File: config.mk
export PLATFORM = sky130hd
export DESIGN_NAME = obi_mem_ctrl
export DESIGN_NICKNAME = d
export VERILOG_FILES = /design/src/obi_mem_pkg.sv /design/src/obi_mem_ctrl.sv
export VERILOG_INCLUDE_DIRS = /design/src /design/src/src
export SDC_FILE = /design/constraint.sdc
export NUM_CORES = 1
export LEC_CHECK = 0
export BUFFER_PORTS_ARGS = -buffer_cell sky130_fd_sc_hd__buf_2
export CORE_AREA = 2 2 97 99
export CTS_CLUSTER_DIAMETER = 50
export DETAILED_ROUTE_END_ITERATION = 7
export DIE_AREA = 0 0 99 101
export PLACE_DENSITY_LB_ADDON = 0.15
export SLEW_MARGIN = 10
export SYNTH_ARGS = -nofsm -noshare
export SYNTH_HDL_FRONTEND = slang
export SYNTH_SLANG_ARGS = --single-unit
File: constraint.sdc
create_clock -name clk_i -period 1.6 [get_ports clk_i]
set_input_delay 0.4 -clock clk_i [delete_from_list [all_inputs] [get_ports clk_i]]
set_output_delay 0.4 -clock clk_i [all_outputs]
set_load 0.02 [all_outputs]
File: src/obi_mem_params.svh
// -------------------------------------------------
// width macros for the OBI memory subsystem
// bus, RAM and interrupt sizes
// -------------------------------------------------

`ifndef OBI_MEM_PARAMS_SVH
`define OBI_MEM_PARAMS_SVH

// bus widths, shared by fetch and load/store buses
`define OBI_ADDR_W    32
`define OBI_DATA_W    32
`define OBI_BE_W      4
`define OBI_BYTE_W    8

// ram geometry, word address taken from byte address bits above the lsb
`define OBI_RAM_AW    10
`define OBI_RAM_WORDS (1 << `OBI_RAM_AW)
`define OBI_ADDR_LSB  2

// interrupt lines and id width
`define OBI_IRQ_W     32
`define OBI_IRQ_ID_W  5

`endif

File: src/obi_mem_pkg.sv
// -------------------------------------------------
// shared types for the OBI memory subsystem
// bus word seen as a word or as byte lanes
// -------------------------------------------------

`include "obi_mem_params.svh"

package obi_mem_pkg;

    // -------------------------------------------------
    // bus word
    // -------------------------------------------------

    // byte lanes, lane 0 is the least significant byte
    typedef logic [`OBI_BE_W-1:0][`OBI_BYTE_W-1:0] obi_lanes_t;

    // one data word, decoded either whole or per lane
    // the byte view is used for write merging under byte enables
    typedef union packed {
        logic [`OBI_DATA_W-1:0] word;
        obi_lanes_t             bytes;
    } obi_word_u;

endpackage : obi_mem_pkg

File: src/obi_mem_ctrl.sv
// -------------------------------------------------
// OBI memory control
// grants fetch and load/store buses, one ram access
// per cycle, tracks and steers the responses
// -------------------------------------------------

`timescale 1ns/1ns

`include "obi_mem_params.svh"

module obi_mem_ctrl
    import obi_mem_pkg::*;
(
    input  logic                      clk_i,
    input  logic                      arst_n_i,

    // instruction fetch bus, read only
    input  logic                      instr_req_i,
    input  logic [`OBI_ADDR_W-1:0]    instr_addr_i,
    output logic                      instr_gnt_o,
    output logic                      instr_rvalid_o,
    output logic [`OBI_DATA_W-1:0]    instr_rdata_o,

    // load/store bus
    input  logic                      data_req_i,
    input  logic [`OBI_ADDR_W-1:0]    data_addr_i,
    input  logic                      data_we_i,
    input  logic [`OBI_BE_W-1:0]      data_be_i,
    input  logic [`OBI_DATA_W-1:0]    data_wdata_i,
    output logic                      data_gnt_o,
    output logic                      data_rvalid_o,
    output logic [`OBI_DATA_W-1:0]    data_rdata_o,

    // single ram port
    output logic                      ram_en_o,
    output logic                      ram_we_o,
    output logic [`OBI_RAM_AW-1:0]    ram_addr_o,
    output logic [`OBI_BE_W-1:0]      ram_be_o,
    output obi_word_u                 ram_wdata_o,
    input  obi_word_u                 ram_rdata_i
);

    // response owner for the access issued last cycle
    logic rsp_instr_q;
    logic rsp_data_q;
    // data response belongs to a write, so rdata is zero
    logic rsp_we_q;

    // handshakes in this cycle
    logic instr_hs;
    logic data_hs;

    // -------------------------------------------------
    // arbitration
    // -------------------------------------------------

    // load/store has fixed priority and is always granted
    assign data_gnt_o  = data_req_i;
    // fetch only gets the port when no load/store asks
    assign instr_gnt_o = instr_req_i & ~data_req_i;

    assign data_hs  = data_req_i & data_gnt_o;
    assign instr_hs = instr_req_i & instr_gnt_o;

    // -------------------------------------------------
    // ram access
    // -------------------------------------------------

    // one access per cycle, whichever bus was granted
    assign ram_en_o = data_hs | instr_hs;

    // fetches are reads with all lanes enabled
    always_comb begin
        if (data_hs) begin
            ram_we_o   = data_we_i;
            ram_addr_o = data_addr_i[`OBI_RAM_AW+`OBI_ADDR_LSB-1:`OBI_ADDR_LSB];
            ram_be_o   = data_be_i;
        end else begin
            ram_we_o   = 1'b0;
            ram_addr_o = instr_addr_i[`OBI_RAM_AW+`OBI_ADDR_LSB-1:`OBI_ADDR_LSB];
            ram_be_o   = '1;
        end
    end

    // write data only matters on a load/store write
    assign ram_wdata_o.word = data_wdata_i;

    // -------------------------------------------------
    // response tracking
    // -------------------------------------------------

    // response follows the handshake by exactly one cycle
    // and a new handshake may land in the same cycle
    always_ff @(posedge clk_i or negedge arst_n_i) begin
        if (!arst_n_i) begin
            rsp_instr_q <= 1'b0;
            rsp_data_q  <= 1'b0;
            rsp_we_q    <= 1'b0;
        end else begin
            rsp_instr_q <= instr_hs;
            rsp_data_q  <= data_hs;
            rsp_we_q    <= data_hs & data_we_i;
        end
    end

    assign instr_rvalid_o = rsp_instr_q;
    assign data_rvalid_o  = rsp_data_q;

    // steer the registered ram word to the owning bus
    // the other bus sees zero
    assign instr_rdata_o = rsp_instr_q ? ram_rdata_i.word : '0;
    // write responses carry zero
    assign data_rdata_o  = (rsp_data_q && !rsp_we_q) ? ram_rdata_i.word : '0;

endmodule : obi_mem_ctrl

==> summary.md, run 1 <==
| Metric | Value |
|---|---|
| Clock Power Share | `between 20% and 30%` |
| Vias per inst | `between 3 and 4` |
| Period utilization | `a little over nine tenths` |
| Peak supply drop | `between 0.15 and 0.2 mV` |
| Setup violators final | `0` |
| Clock Pin Slew Worst Setup and Hold Paths | `about 0.030 ns` |
| Synth unique cells | `12` |
| Starting Density | `a little under an eighth` |
| First-pass GRT wire length | `5350 um` |
| Wire per inst | `between 10 and 15 um` |
| Arr. time, crit path | `approximately 1.1 ns` |
| Num Clock Sinks | `3` |
| Max-slew headroom | `approximately 88%` |
| Post-synth top area share | `27.2%` |
| EDFF count, synth | `0` |
| Synthesized area | `about 0.0010 mm^2` |
| I/O pins | `about 250` |
| Core area | `0.00898 mm^2` |
| Post-Route WL | `3680 um` |
| Worst slew pin tran | `between 0.15 and 0.2 ns` |
| Rows | `35` |
| Syn Area/Cell | `8.05 um^2` |
| Die area | `0.0100 mm^2` |
| Top cells by area, synth | `and3b_1, buf_4, and2_1, mux2_2, dfrtp_1` |
| Fin. Hold Viols | `0` |
| Sequential share of power | `10.7%` |
| Ys async rst share | `100%` |
| DIE HEIGHT | `101 um` |
| Detailed placement HPWL | `approximately 3000 um` |
| Setup Fix Bufs, Post-CTS | `0` |
| Most frequent cells after synthesis | `and2_1, buf_4, and3b_1, mux2_2, clkbuf_1` |
| DRT Pass-1 Iters | `2` |
| Status | `finished, final reports clean` |
| Post-synth top area cell | `and3b_1` |
| Tmin final | `roughly 1.5 ns` |
| Largest net degree at the start of global routing | `21` |
| Comb power frac | `around three fifths` |
| Die X | `slightly below 100 um` |
| Post-synthesis sequential area ratio | `~7.3%` |
| Worst Setup Start Kind | `register` |
| Clock Tree Root | `clkbuf_8` |
| DRT iter0 DRCs | `10` |
| Internal power | `between 0.4 and 0.5 mW` |
| Final #Nets | `about 380` |
| Routed vias | `between 1000 and 1500` |
| Residual DRC | `0` |
| ANT cells | `0` |
| Routed Antenna Nets | `0` |
| Htree depth | `1` |
| Hold slack | `0.459 ns` |
| Wire length on met1 | `1310 um` |
| Placement Setup Slack | `-0.0436 ns` |
| Fin. max-slew vios | `0` |
| Vias in the first global route | `around 1100` |
| Clock Path Buffers | `2` |
| Count of state elements after synthesis | `3` |
| PortBufs | `144` |
| Met2 wire length | `1940 um` |
| CP required | `~1.2 ns` |
| Area delta synth->final | `66.9%` |
| Initial antenna violation count | `0` |
| Net Count, Synth | `approximately 270` |
| Ratio of cells with drive above 1 in the final layout | `roughly two thirds` |
| Power density over the cells | `449 mW/mm^2` |
| Unrepaired setup endpoints after global routing | `no` |
| Gp weighted congestion | `between 0.6 and 0.7` |
| Switch Pwr | `about 0.31 mW` |
| Hold Crit Depth | `2` |
| Main synth FF type | `dfrtp_1` |
| Post-route setup slack | `roughly 0.065 ns` |
| Num CTS Buffers | `3` |
| Top routing layer used | `met4` |
| Leak | `between 1 and 1.5 nW` |
| Worst-path fanout max | `13` |
| Min-delay worst type | `input pin to register` |
| MaxCap Viol Count | `0` |
| Total grt overflow | `0` |
| Sw frac | `between 40% and 50%` |
| Fmax | `~0.65 GHz` |
| CTS tree | `done` |
| CP Capture Type | `output pin` |
| Critical Setup Path Class | `register to output pin` |
| DR WL met3 | `389 um` |
| Synth Instances | `between 100 and 150` |
| Global Route Usage Sum | `6.68%` |
| Yosys Warn Count | `0` |
## state kept, by name (all words and copies together) (netlist names)
signal / flops
data_rvalid_o: 1
instr_rvalid_o: 1
rsp_we_q: 1
## layer usage
layer | track usage (%) | vias to the layer above
li1 | - | 610
met1 | 6.56 | 523
met2 | 12.8 | 81
met3 | 1.80 | 7
met4 | 3.37 | 0
met5 | 0 | -
## critical path: stages, from the launching register on
cell and delay (ns):
dfrtp_1 0.38, buf_4 0.18, and3b_1 0.22, buf_4 0.14
## path summary, 6_finish.rpt
kind / start / to / slack [ns]
min in group asynchronous: arst_n_i / instr_rvalid_o$_DFF_PN0_ / 0.52
max in group asynchronous: arst_n_i / data_rvalid_o$_DFF_PN0_ / 0.98
hold / removal: instr_req_i / instr_rvalid_o$_DFF_PN0_ / 0.46
setup / recovery: rsp_we_q$_DFF_PN0_ / data_rdata_o[3] / 0.07
## area by class of cell
type / count / area (um^2)
flip-flops and latches: 3 / 75.1
repair buffers: 153 / 813
multi-input cells: 81 / 648
well taps: 111 / 139
clock buffers: 4 / 45.0
fillers: 1012 / 7260
## cell usage in the layout, fill, tap and decap left out
cell,n
dfrtp_1,3
mux2_2,7
nand2b_1,4
and2_1,33
nor2b_1,1
buf_4,12
buf_2,138
clkbuf_1,1
dlygate4sd3_1,1
and3b_1,32
clkbuf_8,3
buf_6,2
mux2_4,3
or2_1,1
## metrics by stage
step | TNS [ns] | std cells | power, mW | instance area [um^2] | utilization [%]
finish | 0 | 352 | 0.772 | 1720 | 19.2
CTS | 0 | 352 | 0.780 | 1700 | 18.9
floorplan | 0 | 128 | 0.471 | 1030 | -
detailed placement | -0.243 | 347 | 0.553 | 1640 | 18.3
global route | 0 | 352 | 0.827 | 1720 | 19.2
global placement | -0.124 | 347 | 0.555 | 1640 | 18.3
## what timing repair did
item / 4_1_cts / 5_1_grt
gates resized for setup: 1 / 7
hold buffers: 1 / 0
endpoints found under the hold margin: 3 / 0
setup endpoints to repair: 7 / 17
## logic make-up (layout without fill, tap and decap cells)
kind of cell | count (synthesis) | count (layout) | synth area share, %
and+or+nand+nor | 71 | 71 | 50.9
buffers and inverters | 44 | 157 | 29.9
muxes | 10 | 10 | 12.0
DFF | 3 | 3 | 7.28
## power by group through the flow
stage,sequential (mW),combinational [mW],clock [mW]
after floorplan,0.0880,0.383,0
after global placement,0.0835,0.471,0
after detailed placement,0.0835,0.469,0
after CTS,0.0827,0.472,0.224
after global routing,0.0835,0.509,0.235
final,0.0829,0.469,0.220
(Power assumes the default switching activity.)
==> inputs of run 2 (changes only) <==
PLACE_DENSITY_LB_ADDON = 0.12   (was 0.15)
==> run 2 against run 1 <==
Critical path depth did not move. Utilization fell by 0.14 points. Die area did not move. Critical path type unchanged. Highest routed layer unchanged.
==> summary.md, run 2 (synthesis results as in run 1) <==
| Metric | Value |
|---|---|
| Post-Place Cells | `about 350` |
| ANT cells | `0` |
| Vias per inst | `3.73` |
| Die X | `between 90 and 100 um` |
| CP max stage delay | `0.38 ns` |
| Commonest non-fill, non-tap cells in the layout | `buf_2, and2_1, and3b_1, mux2_2, buf_4` |
| Max-slew headroom | `~87%` |
| Fin. Hold Viols | `0` |
| Num Clock Sinks | `3` |
| Leading cell type in the layout, fill and taps excluded | `buf_2` |
| Core area | `roughly 0.0090 mm^2` |
| CP required | `1.20 ns` |
| Met3 usage | `2.84%` |
| Unrepaired setup endpoints after global routing | `no` |
| Placement Setup Slack | `-0.0422 ns` |
| Final Non-Filler Cells | `~350` |
| Setup violators final | `0` |
| Tmin final | `1.55 ns` |
| CP Capture Type | `output pin` |
| Final #Nets | `about 380` |
| DRT Pass-1 Iters | `4` |
| Clock Path Buffers | `2` |
| Power density over the cells | `about 450 mW/mm^2` |
| Post-route setup slack | `~0.045 ns` |
| Routed vias | `about 1300` |
| Htree depth | `1` |
| Met1 Track Usage GR | `roughly 6.9%` |
| Area delta synth->final | `65.7%` |
| Worst-path fanout max | `11` |
| DIE HEIGHT | `slightly above 100 um` |
| Die area | `~0.01 mm^2` |
| Detailed placement HPWL | `approximately 3800 um` |
| Num CTS Buffers | `3` |
| MaxCap Viol Count | `0` |
| Busiest grt layer | `met2` |
| Clock Pin Slew Worst Setup and Hold Paths | `0.03 ns` |
| Worst Setup Start Kind | `register` |
| DRT iter0 DRCs | `9` |
| Fmax | `~0.64 GHz` |
| Routed Antenna Nets | `0` |
| Largest net degree at the start of global routing | `23` |
| Arr. time, crit path | `1.15 ns` |
| Global Route Usage Sum | `under 10%` |
| Rows | `35` |
| Initial antenna violation count | `0` |
| Critical-path top delay cell | `dfrtp_1` |
| Residual DRC | `0` |
| Peak supply drop | `approximately 0.21 mV` |
| CTS tree | `done` |
| Post-Route WL | `4410 um` |
| Status | `finished, final reports clean` |
| Fin. max-slew vios | `0` |
| Ratio of cells with drive above 1 in the final layout | `68.5%` |
| Vias in the first global route | `between 1000 and 1500` |
| Min-delay worst type | `input pin to register` |
| Clock Tree Root | `clkbuf_8` |
| Hold slack | `around 0.46 ns` |
| Total grt overflow | `0` |
| GRT met2 Usage | `between 10 and 15%` |
| CP startpoint | `rsp_we_q$_DFF_PN0_` |
| Worst slew pin tran | `0.192 ns` |
| Starting Density | `11.5%` |
| Wire per inst | `~13 um` |
| Crit path cell chain | `buf_4, and3b_1, buf_2` |
| Leak | `1.11 nW` |
| PortBufs | `about 140` |
| Worst Setup EP | `data_rdata_o[24]` |
| Period utilization | `a little over nine tenths` |
| First-pass GRT wire length | `5940 um` |
| Gp weighted congestion | `approximately 0.67` |
| I/O pins | `between 200 and 300` |
| Critical Setup Path Class | `register to output pin` |
[run 2: worst min-delay path by stage]
stage | start | to | cells after the start | slack (ns)
2_1_floorplan | arst_n_i | data_rvalid_o$_DFF_PN0_ | 0 | 0.10
3_3_place_gp | arst_n_i | instr_rvalid_o$_DFF_PN0_ | 1 | 0.20
3_5_place_dp | arst_n_i | instr_rvalid_o$_DFF_PN0_ | 1 | 0.21
4_1_cts | instr_req_i | instr_rvalid_o$_DFF_PN0_ | 2 | 0.45
5_1_grt | instr_req_i | instr_rvalid_o$_DFF_PN0_ | 2 | 0.46
6_report | data_we_i | rsp_we_q$_DFF_PN0_ | 2 | 0.46
[run 2: cell type report]
class,instances,area [um^2]
clock buffers,4,45.0
well taps,111,139
fillers,1042,7270
repair buffers,153,801
multi-input cells,81,648
flip-flops and latches,3,75.1
[run 2: worst max-delay path: cells and delay by family, from the launching register on]
kind                   cells  cell delay, ns
DFF                        1            0.38
and+or+nand+nor            1            0.22
buffers and inverters      2            0.34
[run 2: where the power goes]
part	internal, mW	total (mW)	switching [mW]
Combinational	0.208	0.473	0.265
Clock	0.170	0.217	0.0469
Sequential	0.0804	0.0828	0.00243
Total	0.458	0.773	0.315
[run 2: repair_timing]
action                                 in CTS  in global routing
resized for setup                           1                  2
gates cloned                                0                  0
setup endpoints to repair                   7                 21
hold buffers                                1                  0
endpoints found under the hold margin       3                  0
buffers inserted                            0                  0
[run 2: per-stage QoR]
step	setup TNS (ns)	total power [mW]	util, %	area, um^2
floorplan	0	0.471	-	1030
detailed placement	-0.236	0.560	18.3	1640
global route	0	0.829	19.0	1710
global placement	-0.222	0.564	18.3	1640
finish	0	0.773	19.0	1710
CTS	0	0.789	18.9	1700
[run 2: routing by layer]
metal,vias to the layer above,wire [um]
met1,560,1380
met4,0,215
li1,608,-
met3,26,637
met2,118,2180
met5,-,0
