## src/obi_mem_params.svh

```systemverilog
// -------------------------------------------------
// width macros for the OBI memory subsystem
// bus, RAM and interrupt sizes
// -------------------------------------------------

`ifndef OBI_MEM_PARAMS_SVH
`define OBI_MEM_PARAMS_SVH

// bus widths, shared by fetch and load/store buses
`define OBI_ADDR_W    32
`define OBI_DATA_W    32
`define OBI_BE_W      4
`define OBI_BYTE_W    8

// ram geometry, word address taken from byte address bits above the lsb
`define OBI_RAM_AW    10
`define OBI_RAM_WORDS (1 << `OBI_RAM_AW)
`define OBI_ADDR_LSB  2

// interrupt lines and id width
`define OBI_IRQ_W     32
`define OBI_IRQ_ID_W  5

`endif

```

## src/obi_irq_pend.sv

```systemverilog
// -------------------------------------------------
// interrupt pending register
// rising edge set, acknowledge clear by id
// -------------------------------------------------

`timescale 1ns/1ns

`include "obi_mem_params.svh"

module obi_irq_pend (
    input  logic                     clk_i,
    input  logic                     arst_n_i,
    // raw interrupt sources from the environment
    input  logic [`OBI_IRQ_W-1:0]    irq_src_i,
    // acknowledge from the core, with the taken id
    input  logic                     irq_ack_i,
    input  logic [`OBI_IRQ_ID_W-1:0] irq_id_i,
    // pending lines to the core
    output logic [`OBI_IRQ_W-1:0]    irq_o
);

    // source levels seen in the previous cycle
    logic [`OBI_IRQ_W-1:0] src_q;
    // pending bits
    logic [`OBI_IRQ_W-1:0] pend_q;
    logic [`OBI_IRQ_W-1:0] pend_d;

    // edge and clear masks
    logic [`OBI_IRQ_W-1:0] rise;
    logic [`OBI_IRQ_W-1:0] clr;

    // -------------------------------------------------
    // edge detect and ack decode
    // -------------------------------------------------

    // low last cycle, high now
    assign rise = irq_src_i & ~src_q;

    // one hot clear for the acknowledged id
    always_comb begin
        clr = '0;
        if (irq_ack_i) begin
            clr[irq_id_i] = 1'b1;
        end
    end

    // set wins when set and clear hit the same bit
    assign pend_d = (pend_q & ~clr) | rise;

    // -------------------------------------------------
    // state
    // -------------------------------------------------

    always_ff @(posedge clk_i or negedge arst_n_i) begin
        if (!arst_n_i) begin
            src_q  <= '0;
            pend_q <= '0;
        end else begin
            src_q  <= irq_src_i;
            pend_q <= pend_d;
        end
    end

    assign irq_o = pend_q;

endmodule : obi_irq_pend

```

## config.mk

```make
export PLATFORM = sky130hd
export DESIGN_NAME = obi_irq_pend
export DESIGN_NICKNAME = d
export VERILOG_FILES = /design/src/obi_irq_pend.sv
export VERILOG_INCLUDE_DIRS = /design/src /design/src/src
export SDC_FILE = /design/constraint.sdc
export NUM_CORES = 1
export LEC_CHECK = 0
export BUFFER_PORTS_ARGS = -buffer_cell sky130_fd_sc_hd__buf_2
export CORE_UTILIZATION = 40
export CTS_CLUSTER_SIZE = 24
export DETAILED_ROUTE_END_ITERATION = 16
export GPL_ROUTABILITY_DRIVEN = 1
export PLACE_DENSITY = 0.66
export SYNTH_ARGS = -nofsm -noshare
export SYNTH_HDL_FRONTEND = slang
export SYNTH_SLANG_ARGS = --single-unit
```

## constraint.sdc

```tcl
create_clock -name clk_i -period 0.8 [get_ports clk_i]
set_input_delay 0.16 -clock clk_i [delete_from_list [all_inputs] [get_ports clk_i]]
set_output_delay 0.16 -clock clk_i [all_outputs]
set_load 0.01 [all_outputs]
```

==> results of run 1 <==
## kinds of logic after synthesis
| group | synth area share |
|---|---|
| AO/OA/AOI/OAI | 0.1495 |
| buffers and inverters | 0.06133 |
| flip-flops | 0.7477 |
| AND/OR/NAND/NOR | 0.04147 |
## path summary, 6_finish.rpt
kind                        endpoint  slack, ps  cells after the start
min                         irq_o[3]        300                      4
min in group asynchronous   src_q[6]        370                      3
max                        irq_o[24]       -230                      1
max reg2reg                 irq_o[4]        -70                      4
min reg2reg                irq_o[24]        410                      1
max in group asynchronous  irq_o[29]        140                      3
## per-stage QoR
step	hold WS, ps	setup WS (ps)
4_1_cts	274.6	-252.0
3_5_place_dp	200.2	-434.1
2_1_floorplan	-135.6	-153.1
5_1_grt	316.6	-264.2
3_3_place_gp	199.0	-402.1
6_report	298.4	-230.4
## cells in the mapped netlist
| master | number | area [µm²] |
|---|---|---|
| nand3_1 | 2 | 10.01 |
| buf_6 | 1 | 11.26 |
| or3b_1 | 4 | 35.03 |
| nand3b_1 | 5 | 37.54 |
| or3_1 | 1 | 6.260 |
| dfrtp_1 | 64 | 1602 |
| o21ai_1 | 34 | 170.2 |
| o21ai_0 | 30 | 150.1 |
| inv_1 | 32 | 120.1 |
## metal layers
metal  up-vias  part of all wire
met5         -                 0
met4         0             0.023
met3        12             0.046
met2        50              0.52
met1       799              0.41
li1        827                 -
## power by group through the flow
stage	clock network (mW)	registers [mW]	logic (mW)
floorplan	0	3.52	0.130
global placement	0	3.49	0.486
detailed placement	0	3.50	0.499
CTS	2.73	3.43	0.639
global route	2.83	3.45	0.730
finish	2.65	3.44	0.652
## repair_timing
item                                    in CTS  in global routing
resized for setup                            1                 13
buffers inserted                             4                  2
hold buffers                                33                  0
endpoints found under the hold margin       96                  0
endpoints found under the setup margin      40                 39
## flip-flops by register name, indices dropped and copies added, names as in the netlist
signal	flops
src_q	32
irq_o	32
## final cells by class
| type | count | area share |
|---|---|---|
| flip-flops and latches | 64 | 0.4897 |
| clock inverters | 4 | 0.01377 |
| multi-input cells | 76 | 0.1343 |
| inverters | 32 | 0.03673 |
| clock buffers | 11 | 0.04323 |
| repair buffers | 118 | 0.2555 |
| well taps | 70 | 0.02678 |
==> metrics.csv, run 1 <==
stage;metric;value;unit
power_and_ir_drop;Gate power share;0.097;
floorplan;Core Area;5140;µm²
power_and_ir_drop;Pleak;1.476;nW
routing;DRT iter0 DRCs;72;
routing;WL/cell;13.72;µm
placement;hpwl dp;3332;µm
critical_path;worst path bufs/invs;1;
job;maxcap violations;0;
timing;min Tclk post-route;1030;ps
critical_path;crit-path leading delay family;flip-flops;
timing;post-route setup slack;-230.4;ps
critical_path;Setup crit end kind;output pin;
floorplan;die width;75.18;µm
layout;antenna cells;0;
layout;final std cells w/o fill;375;
timing;max-slew violations;0;
run_status;violated checks;negative setup slack;
clock_network;Clock Tree Buf Depth;2;
layout;Core Util, Final;0.6363;
timing;Setup Viol. Count Final;33;
layout;commonest non-fill, non-tap cells in the layout;buf_2 (67), dfrtp_1 (64), o21ai_1 (39), dlygate4sd3_1 (33), inv_1 (32);
floorplan;I/O pins;72;
clock_network;root buffer cell;clkbuf_8;
placement;Port Buffers;71;
power_and_ir_drop;Power per Cell Area;2059;nW/µm²
layout;commonest non-fill, non-tap cell in the layout;buf_2;
critical_path;CP Class;reg -> out;
yosys;Mapped Area;2142;µm²
timing;setup TNS;-6539;ps
clock_network;Worst-Skew Late Latency;330;ps
yosys;Yosys cell types;9;
run_status;status;complete, but fails checks;
global_route;most used routing layer;met2;
critical_path;Required @ worst endpoint;640;ps
timing;Fin Clk Skew;3.607;ps
power_and_ir_drop;Switching Power;1.523;mW
critical_path;Max stage delay cell, worst path;dfrtp_1;
routing;# DRC;0;
yosys;Synth Net Count;213;
clock_network;CTS tree;done;
global_route;routing usage on met1;0.2372;
global_route;gr ovfl total;0;
placement;GP Congestion;0.6866;
timing;Slew HR;0.7738;
routing;WL final;5145;µm
routing;DRT Pass-1 Iters;4;
timing;final hold violation count;0;
global_route;M3 GR Usage;0.04150;
timing;Final period util;1.288;
timing;RSZ-0062 raised after global routing;true;
critical_path;arrival time at the worst endpoint;870;ps
floorplan;Die H;75.18;µm
layout;Fillers;452;
clock_network;CTS clk-pin slew, worst paths;70;ps
clock_network;clk sink count;64;
yosys;sequential area share after synthesis;0.7477;
yosys;mean post-synth cell area;12.38;µm²
timing;FMAX;970.5;MHz
routing;Vias;1688;
critical_path;cells along the critical path;buf_2;
global_route;first-pass GRT wire length;7803;µm
clock_network;Num CTS Buffers;9;
layout;nets;341;
layout;area of the multi-input gates;439.2;µm²
global_route;vias in the first global route;1661;
critical_path;Setup crit start;irq_o[24];
yosys;Yosys warning count;0;
critical_path;Reg2Reg Launch Point;irq_o[4];
hold_path;hold_sp;irq_id_i[2];
power_and_ir_drop;Clock Power Share;0.393;
layout;sequential cell area;1602;µm²
routing;DR vias/cell;4.501;
hold_path;Hold WC Path Type;in -> reg;
layout;share of cells above drive strength 1;0.3541;
floorplan;Placement Rows;26;
routing;Routed Antenna Nets;0;
critical_path;Slowest Stage Delay on Critical Path;400;ps
power_and_ir_drop;Sequential Power Share;0.510;
critical_path;CP max FO;2;
power_and_ir_drop;Switching Share;0.2261;
layout;Syn-to-layout area delta;52.69;%
yosys;Yosys reg bits;64;
global_route;GR Util met2;0.3463;
global_route;largest net degree at the start of global routing;65;
floorplan;die area;5652;µm²
critical_path;startpoint types;flop;
clock_network;htree depth;3;
global_route;antenna violations before repair;0;
placement;Placed Cells;322;
power_and_ir_drop;Int Pwr;5.212;mW
power_and_ir_drop;total power draw;6.735;mW
global_route;Total GRT Usage;0.1997;
layout;final instance area;3271;µm²
floorplan;starting density of the core;0.4167;
timing;Worst Tran Pin Value;339.3;ps
power_and_ir_drop;worst vdd ir;1.227;mV
placement;cell area after placement;2666;µm²
yosys;cells after synthesis;173;
Power figures use the tool's default switching activity.
==> run 2: changes to the inputs <==
--- a/config.mk
+++ b/config.mk
@@ -11,7 +11,10 @@
 export CTS_CLUSTER_SIZE = 24
 export DETAILED_ROUTE_END_ITERATION = 16
 export GPL_ROUTABILITY_DRIVEN = 1
+export GPL_TIMING_DRIVEN = 0
 export PLACE_DENSITY = 0.66
+export RECOVER_POWER = 50
+export SLEW_MARGIN = 10
 export SYNTH_ARGS = -nofsm -noshare
 export SYNTH_HDL_FRONTEND = slang
 export SYNTH_SLANG_ARGS = --single-unit
==> metrics.csv, run 2 (synthesis gave the netlist of run 1 again) <==
stage;metric;value;unit
timing;max-slew violations;0;
global_route;Total GRT Usage;0.1858;
layout;antenna cells;0;
layout;nets;335;
run_status;violated checks;negative hold slack, negative setup slack;
clock_network;Worst-Skew Late Latency;330;ps
clock_network;CTS clk-pin slew, worst paths;70;ps
timing;post-route setup slack;-222.6;ps
critical_path;Critical Path Stages;1;
timing;Fin Clk Skew;5.910;ps
clock_network;CTS tree;done;
critical_path;worst reg2reg path depth;3;
global_route;largest net degree at the start of global routing;65;
routing;WL/cell;13.80;µm
critical_path;Slowest Stage Delay on Critical Path;390;ps
critical_path;Max stage delay cell, worst path;dfrtp_1;
critical_path;r2r endpoint;irq_o[3];
layout;commonest non-fill, non-tap cells in the layout;dfrtp_1 (64), buf_2 (61), o21ai_1 (36), inv_1 (32), dlygate4sd3_1 (32);
timing;hold slack;-25.80;ps
routing;# DRC;0;
routing;DRT Pass-1 Iters;4;
routing;DR vias/cell;4.557;
routing;WL final;5079;µm
layout;Syn-to-layout area delta;48.42;%
global_route;first-pass GRT wire length;7286;µm
layout;final std cells w/o fill;368;
floorplan;Die H;75.18;µm
global_route;vias in the first global route;1570;
global_route;antenna violations before repair;0;
critical_path;arrival time at the worst endpoint;860;ps
timing;Setup Viol. Count Final;32;
critical_path;crit-path leading delay family;flip-flops;
critical_path;Setup crit start;irq_o[29];
routing;DRT iter0 DRCs;57;
placement;GP Congestion;0.7339;
floorplan;Core Area;5140;µm²
layout;share of cells above drive strength 1;0.3289;
layout;commonest non-fill, non-tap cell in the layout;dfrtp_1;
clock_network;Num CTS Buffers;9;
floorplan;die width;75.18;µm
critical_path;CP Class;reg -> out;
placement;Port Buffers;71;
floorplan;starting density of the core;0.4167;
power_and_ir_drop;total power draw;6.301;mW
power_and_ir_drop;worst vdd ir;1.103;mV
power_and_ir_drop;Power per Cell Area;1982;nW/µm²
hold_path;Hold WC Path Type;in -> async;
floorplan;I/O pins;72;
run_status;status;complete, but fails checks;
floorplan;Placement Rows;26;
timing;min Tclk post-route;1023;ps
placement;hpwl dp;2970;µm
placement;Placed Cells;314;
critical_path;CP max FO;2;
timing;Worst Tran Pin Value;839.2;ps
timing;Final period util;1.278;
routing;Routed Antenna Nets;0;
global_route;gr ovfl total;0;
critical_path;Reg2Reg Launch Point;irq_o[3];
critical_path;startpoint types;flop;
clock_network;root buffer cell;clkbuf_8;
job;maxcap violations;0;
critical_path;Setup crit end kind;output pin;
timing;RSZ-0062 raised after global routing;true;
critical_path;worst path bufs/invs;1;
timing;final hold violation count;64;
placement;cell area after placement;2600;µm²
power_and_ir_drop;Pleak;1.413;nW
critical_path;crit path to;irq_o[29];
clock_network;htree depth;3;
timing;Slew HR;0.4405;
critical_path;Required @ worst endpoint;640;ps
routing;Vias;1677;
critical_path;cells along the critical path;buf_2;
timing;FMAX;977.9;MHz
clock_network;Post-CTS Hold Buffers;32;
clock_network;Clock Tree Buf Depth;2;
critical_path;r2r setup slk;30;ps
layout;final instance area;3179;µm²
floorplan;die area;5652;µm²
clock_network;clk sink count;64;
[run 2: changes by cell type in the layout (fill, tap and decap cells not counted), sizes merged]
cell | previous run | this run
clkbuf | 11 | 20
buf | 85 | 73
bufinv | 1 | 0
clkinv | 3 | 1
dlygate4sd3 | 33 | 32
[run 2: cell type report]
type	instances	area [µm²]
clock buffers	13	148.9
multi-input cells	76	447.9
flip-flops and latches	64	1602
repair buffers	112	768.2
inverters	32	120.1
fillers	469	1961
clock inverters	1	5.005
well taps	70	87.58
[run 2: routing by layer]
layer  wire (µm)  vias up  GRT usage
li1            -      816          -
met1        2201      813     0.2270
met2        2626       44     0.3063
met3         213        4    0.04552
met4          36        0    0.09877
met5           0        -          0
[run 2: worst min path at each step]
stage | from | end | slack [ps] | depth (start not counted)
2_1_floorplan | arst_n_i | irq_o[0] | -140 | 0
3_3_place_gp | irq_src_i[25] | src_q[25] | 280 | 1
3_5_place_dp | irq_src_i[3] | src_q[3] | 280 | 1
4_1_cts | arst_n_i | irq_o[6] | -60 | 1
5_1_grt | arst_n_i | irq_o[6] | 50 | 1
6_report | arst_n_i | irq_o[6] | -30 | 1
[run 2: timing repair]
action	4_1_cts	5_1_grt
pin swaps	0	3
gates resized for setup	1	14
buffers inserted	9	2
hold endpoints to repair	96	26
setup endpoints to repair	48	48
[run 2: power by group]
group	total, mW	internal (mW)	leakage (nW)	switching, mW
clock network	2.24	1.17	0.0794	1.06
logic	0.629	0.314	0.672	0.315
registers	3.43	3.38	0.662	0.0518
total	6.30	4.87	1.41	1.43
[run 2: stage by stage]
step                        util  setup TNS [ps]  setup slack, ps  hold slack (ps)
final                     0.6185           -6228           -222.6           -25.80
after global routing      0.6185           -7548           -259.7            48.19
after CTS                 0.6122           -6811           -236.1           -59.91
after detailed placement  0.5058          -13080           -452.4            283.2
after global placement    0.5054          -51060           -628.8            281.7
after floorplan                -           -1754           -153.1           -135.6
==> run 3: changes to the inputs <==
--- a/config.mk
+++ b/config.mk
@@ -14,6 +14,7 @@
 export GPL_TIMING_DRIVEN = 0
 export PLACE_DENSITY = 0.66
 export RECOVER_POWER = 50
+export REMOVE_ABC_BUFFERS = 1
 export SLEW_MARGIN = 10
 export SYNTH_ARGS = -nofsm -noshare
 export SYNTH_HDL_FRONTEND = slang
==> metrics.csv, run 3 (synthesis gave the netlist of run 1 again) <==
stage;metric;value;unit
run_status;status;complete, but fails checks;
run_status;violated checks;negative hold slack, negative setup slack;
hold_path;Hold WC Path Type;in -> async;
layout;Fillers;448;
critical_path;CP Class;reg -> out;
layout;Syn-to-layout area delta;51.46;%
timing;hold slack;-34.29;ps
clock_network;root buffer cell;clkbuf_8;
critical_path;Setup crit end kind;output pin;
routing;Metal-1 WL;2145;µm
clock_network;Clock Tree Buf Depth;2;
layout;sequential cell area;1602;µm²
power_and_ir_drop;Switching Share;0.2268;
power_and_ir_drop;Int Pwr;5.137;mW
layout;commonest non-fill, non-tap cell in the layout;dfrtp_1;
floorplan;Placement Rows;26;
routing;met2 wire length;2606;µm
placement;GP Congestion;0.7134;
floorplan;Die H;75.18;µm
clock_network;Worst-Skew Late Latency;320;ps
floorplan;I/O pins;72;
clock_network;Post-CTS Hold Buffers;32;
timing;Final period util;1.272;
critical_path;worst path bufs/invs;1;
placement;Placed Cells;313;
global_route;vias in the first global route;1728;
clock_network;clk sink count;64;
routing;# DRC;0;
power_and_ir_drop;Pleak;1.455;nW
critical_path;arrival time at the worst endpoint;860;ps
timing;Setup Viol. Count Final;32;
floorplan;starting density of the core;0.4167;
power_and_ir_drop;worst vdd ir;1.084;mV
clock_network;htree depth;3;
timing;min Tclk post-route;1017;ps
routing;WL/cell;13.63;µm
floorplan;die area;5652;µm²
layout;Core Util, Final;0.6312;
placement;hpwl dp;2963;µm
timing;RSZ-0062 raised after global routing;true;
clock_network;CTS tree;done;
routing;WL final;5028;µm
power_and_ir_drop;total power draw;6.643;mW
clock_network;Num CTS Buffers;9;
routing;Vias;1664;
clock_network;CTS clk-pin slew, worst paths;60;ps
timing;final hold violation count;62;
routing;met3 WL;207;µm
critical_path;cells along the critical path;buf_6;
job;maxcap violations;0;
timing;FMAX;982.9;MHz
power_and_ir_drop;Switching Power;1.506;mW
critical_path;Slowest Stage Delay on Critical Path;400;ps
global_route;Total GRT Usage;0.1933;
routing;DRT iter0 DRCs;58;
critical_path;Max stage delay cell, worst path;dfrtp_1;
timing;Fin Clk Skew;4.715;ps
timing;post-route setup slack;-217.4;ps
routing;Routed Antenna Nets;0;
power_and_ir_drop;Power per Cell Area;2048;nW/µm²
layout;area of the multi-input gates;459.2;µm²
layout;antenna cells;0;
floorplan;die width;75.18;µm
layout;nets;334;
routing;DR vias/cell;4.509;
timing;Slew HR;0.4328;
power_and_ir_drop;Gate power share;0.097;
global_route;largest net degree at the start of global routing;65;
global_route;first-pass GRT wire length;7617;µm
placement;Port Buffers;71;
routing;DR top layer;met4;
routing;DRT Pass-1 Iters;4;
critical_path;startpoint types;flop;
timing;Worst Tran Pin Value;850.8;ps
floorplan;Core Area;5140;µm²
critical_path;crit-path leading delay family;flip-flops;
layout;final std cells w/o fill;369;
global_route;gr ovfl total;0;
critical_path;Required @ worst endpoint;640;ps
layout;share of cells above drive strength 1;0.3545;
layout;commonest non-fill, non-tap cells in the layout;dfrtp_1 (64), buf_2 (59), inv_1 (32), dlygate4sd3_1 (32), o21ai_1 (30);
power_and_ir_drop;Clock Power Share;0.386;
power_and_ir_drop;Sequential Power Share;0.517;
critical_path;CP max FO;2;
global_route;antenna violations before repair;0;
timing;max-slew violations;0;
-- run 3: cell types whose count changed in the layout (fill, tap and decap cells not counted), sizes merged --
| cell | change |
|---|---|
| clkinv | +2 |
| bufinv | +1 |
| buf | +4 |
| clkbuf | -6 |
-- run 3: what timing repair did --
| item | in CTS | in global routing |
|---|---|---|
| gates resized for setup | 3 | 31 |
| endpoints found under the setup margin | 54 | 55 |
| pin swaps | 0 | 6 |
| setup buffers | 7 | 1 |
| hold endpoints to repair | 96 | 55 |
-- run 3: layer usage --
layer | GRT usage | up-vias
li1 | - | 814
met1 | 0.2282 | 797
met2 | 0.3333 | 46
met3 | 0.03882 | 7
met4 | 0.1049 | 0
met5 | 0 | -
-- run 3: area by class of cell --
| class | instances | area share |
|---|---|---|
| sequential | 64 | 0.4936 |
| timing repair buffer | 111 | 0.2453 |
| multi-input combinational | 76 | 0.1415 |
| clock buffer | 12 | 0.04165 |
| inverter | 32 | 0.03702 |
| tap | 70 | 0.02700 |
| clock inverter | 4 | 0.01388 |
-- run 3: path summary, 6_finish.rpt --
path	from	to	slack, ps	cells after the start
min in group clk_i	irq_id_i[4]	irq_o[2]	300	4
max reg2reg	irq_o[6]	irq_o[6]	40	3
max in group asynchronous	arst_n_i	irq_o[9]	280	1
min reg2reg	src_q[28]	irq_o[28]	410	1
max	irq_o[0]	irq_o[0]	-220	1
min	arst_n_i	irq_o[7]	-30	1
-- run 3: stage by stage --
stage	area, µm²	TNS (ps)	setup slack [ps]
6_report	3244	-6422	-217.4
5_1_grt	3244	-7604	-265.1
2_1_floorplan	2131	-2288	-152.0
3_3_place_gp	2574	-52700	-635.8
3_5_place_dp	2576	-14950	-469.1
4_1_cts	3139	-6880	-236.7
-- run 3: power by group through the flow --
stage                     clock (mW)  sequential, mW  combinational (mW)
after floorplan                    0            3.52               0.116
after global placement             0            3.49               0.442
after detailed placement           0            3.49               0.453
after CTS                       2.65            3.43               0.600
after global routing            2.76            3.45               0.719
final                           2.56            3.44               0.641
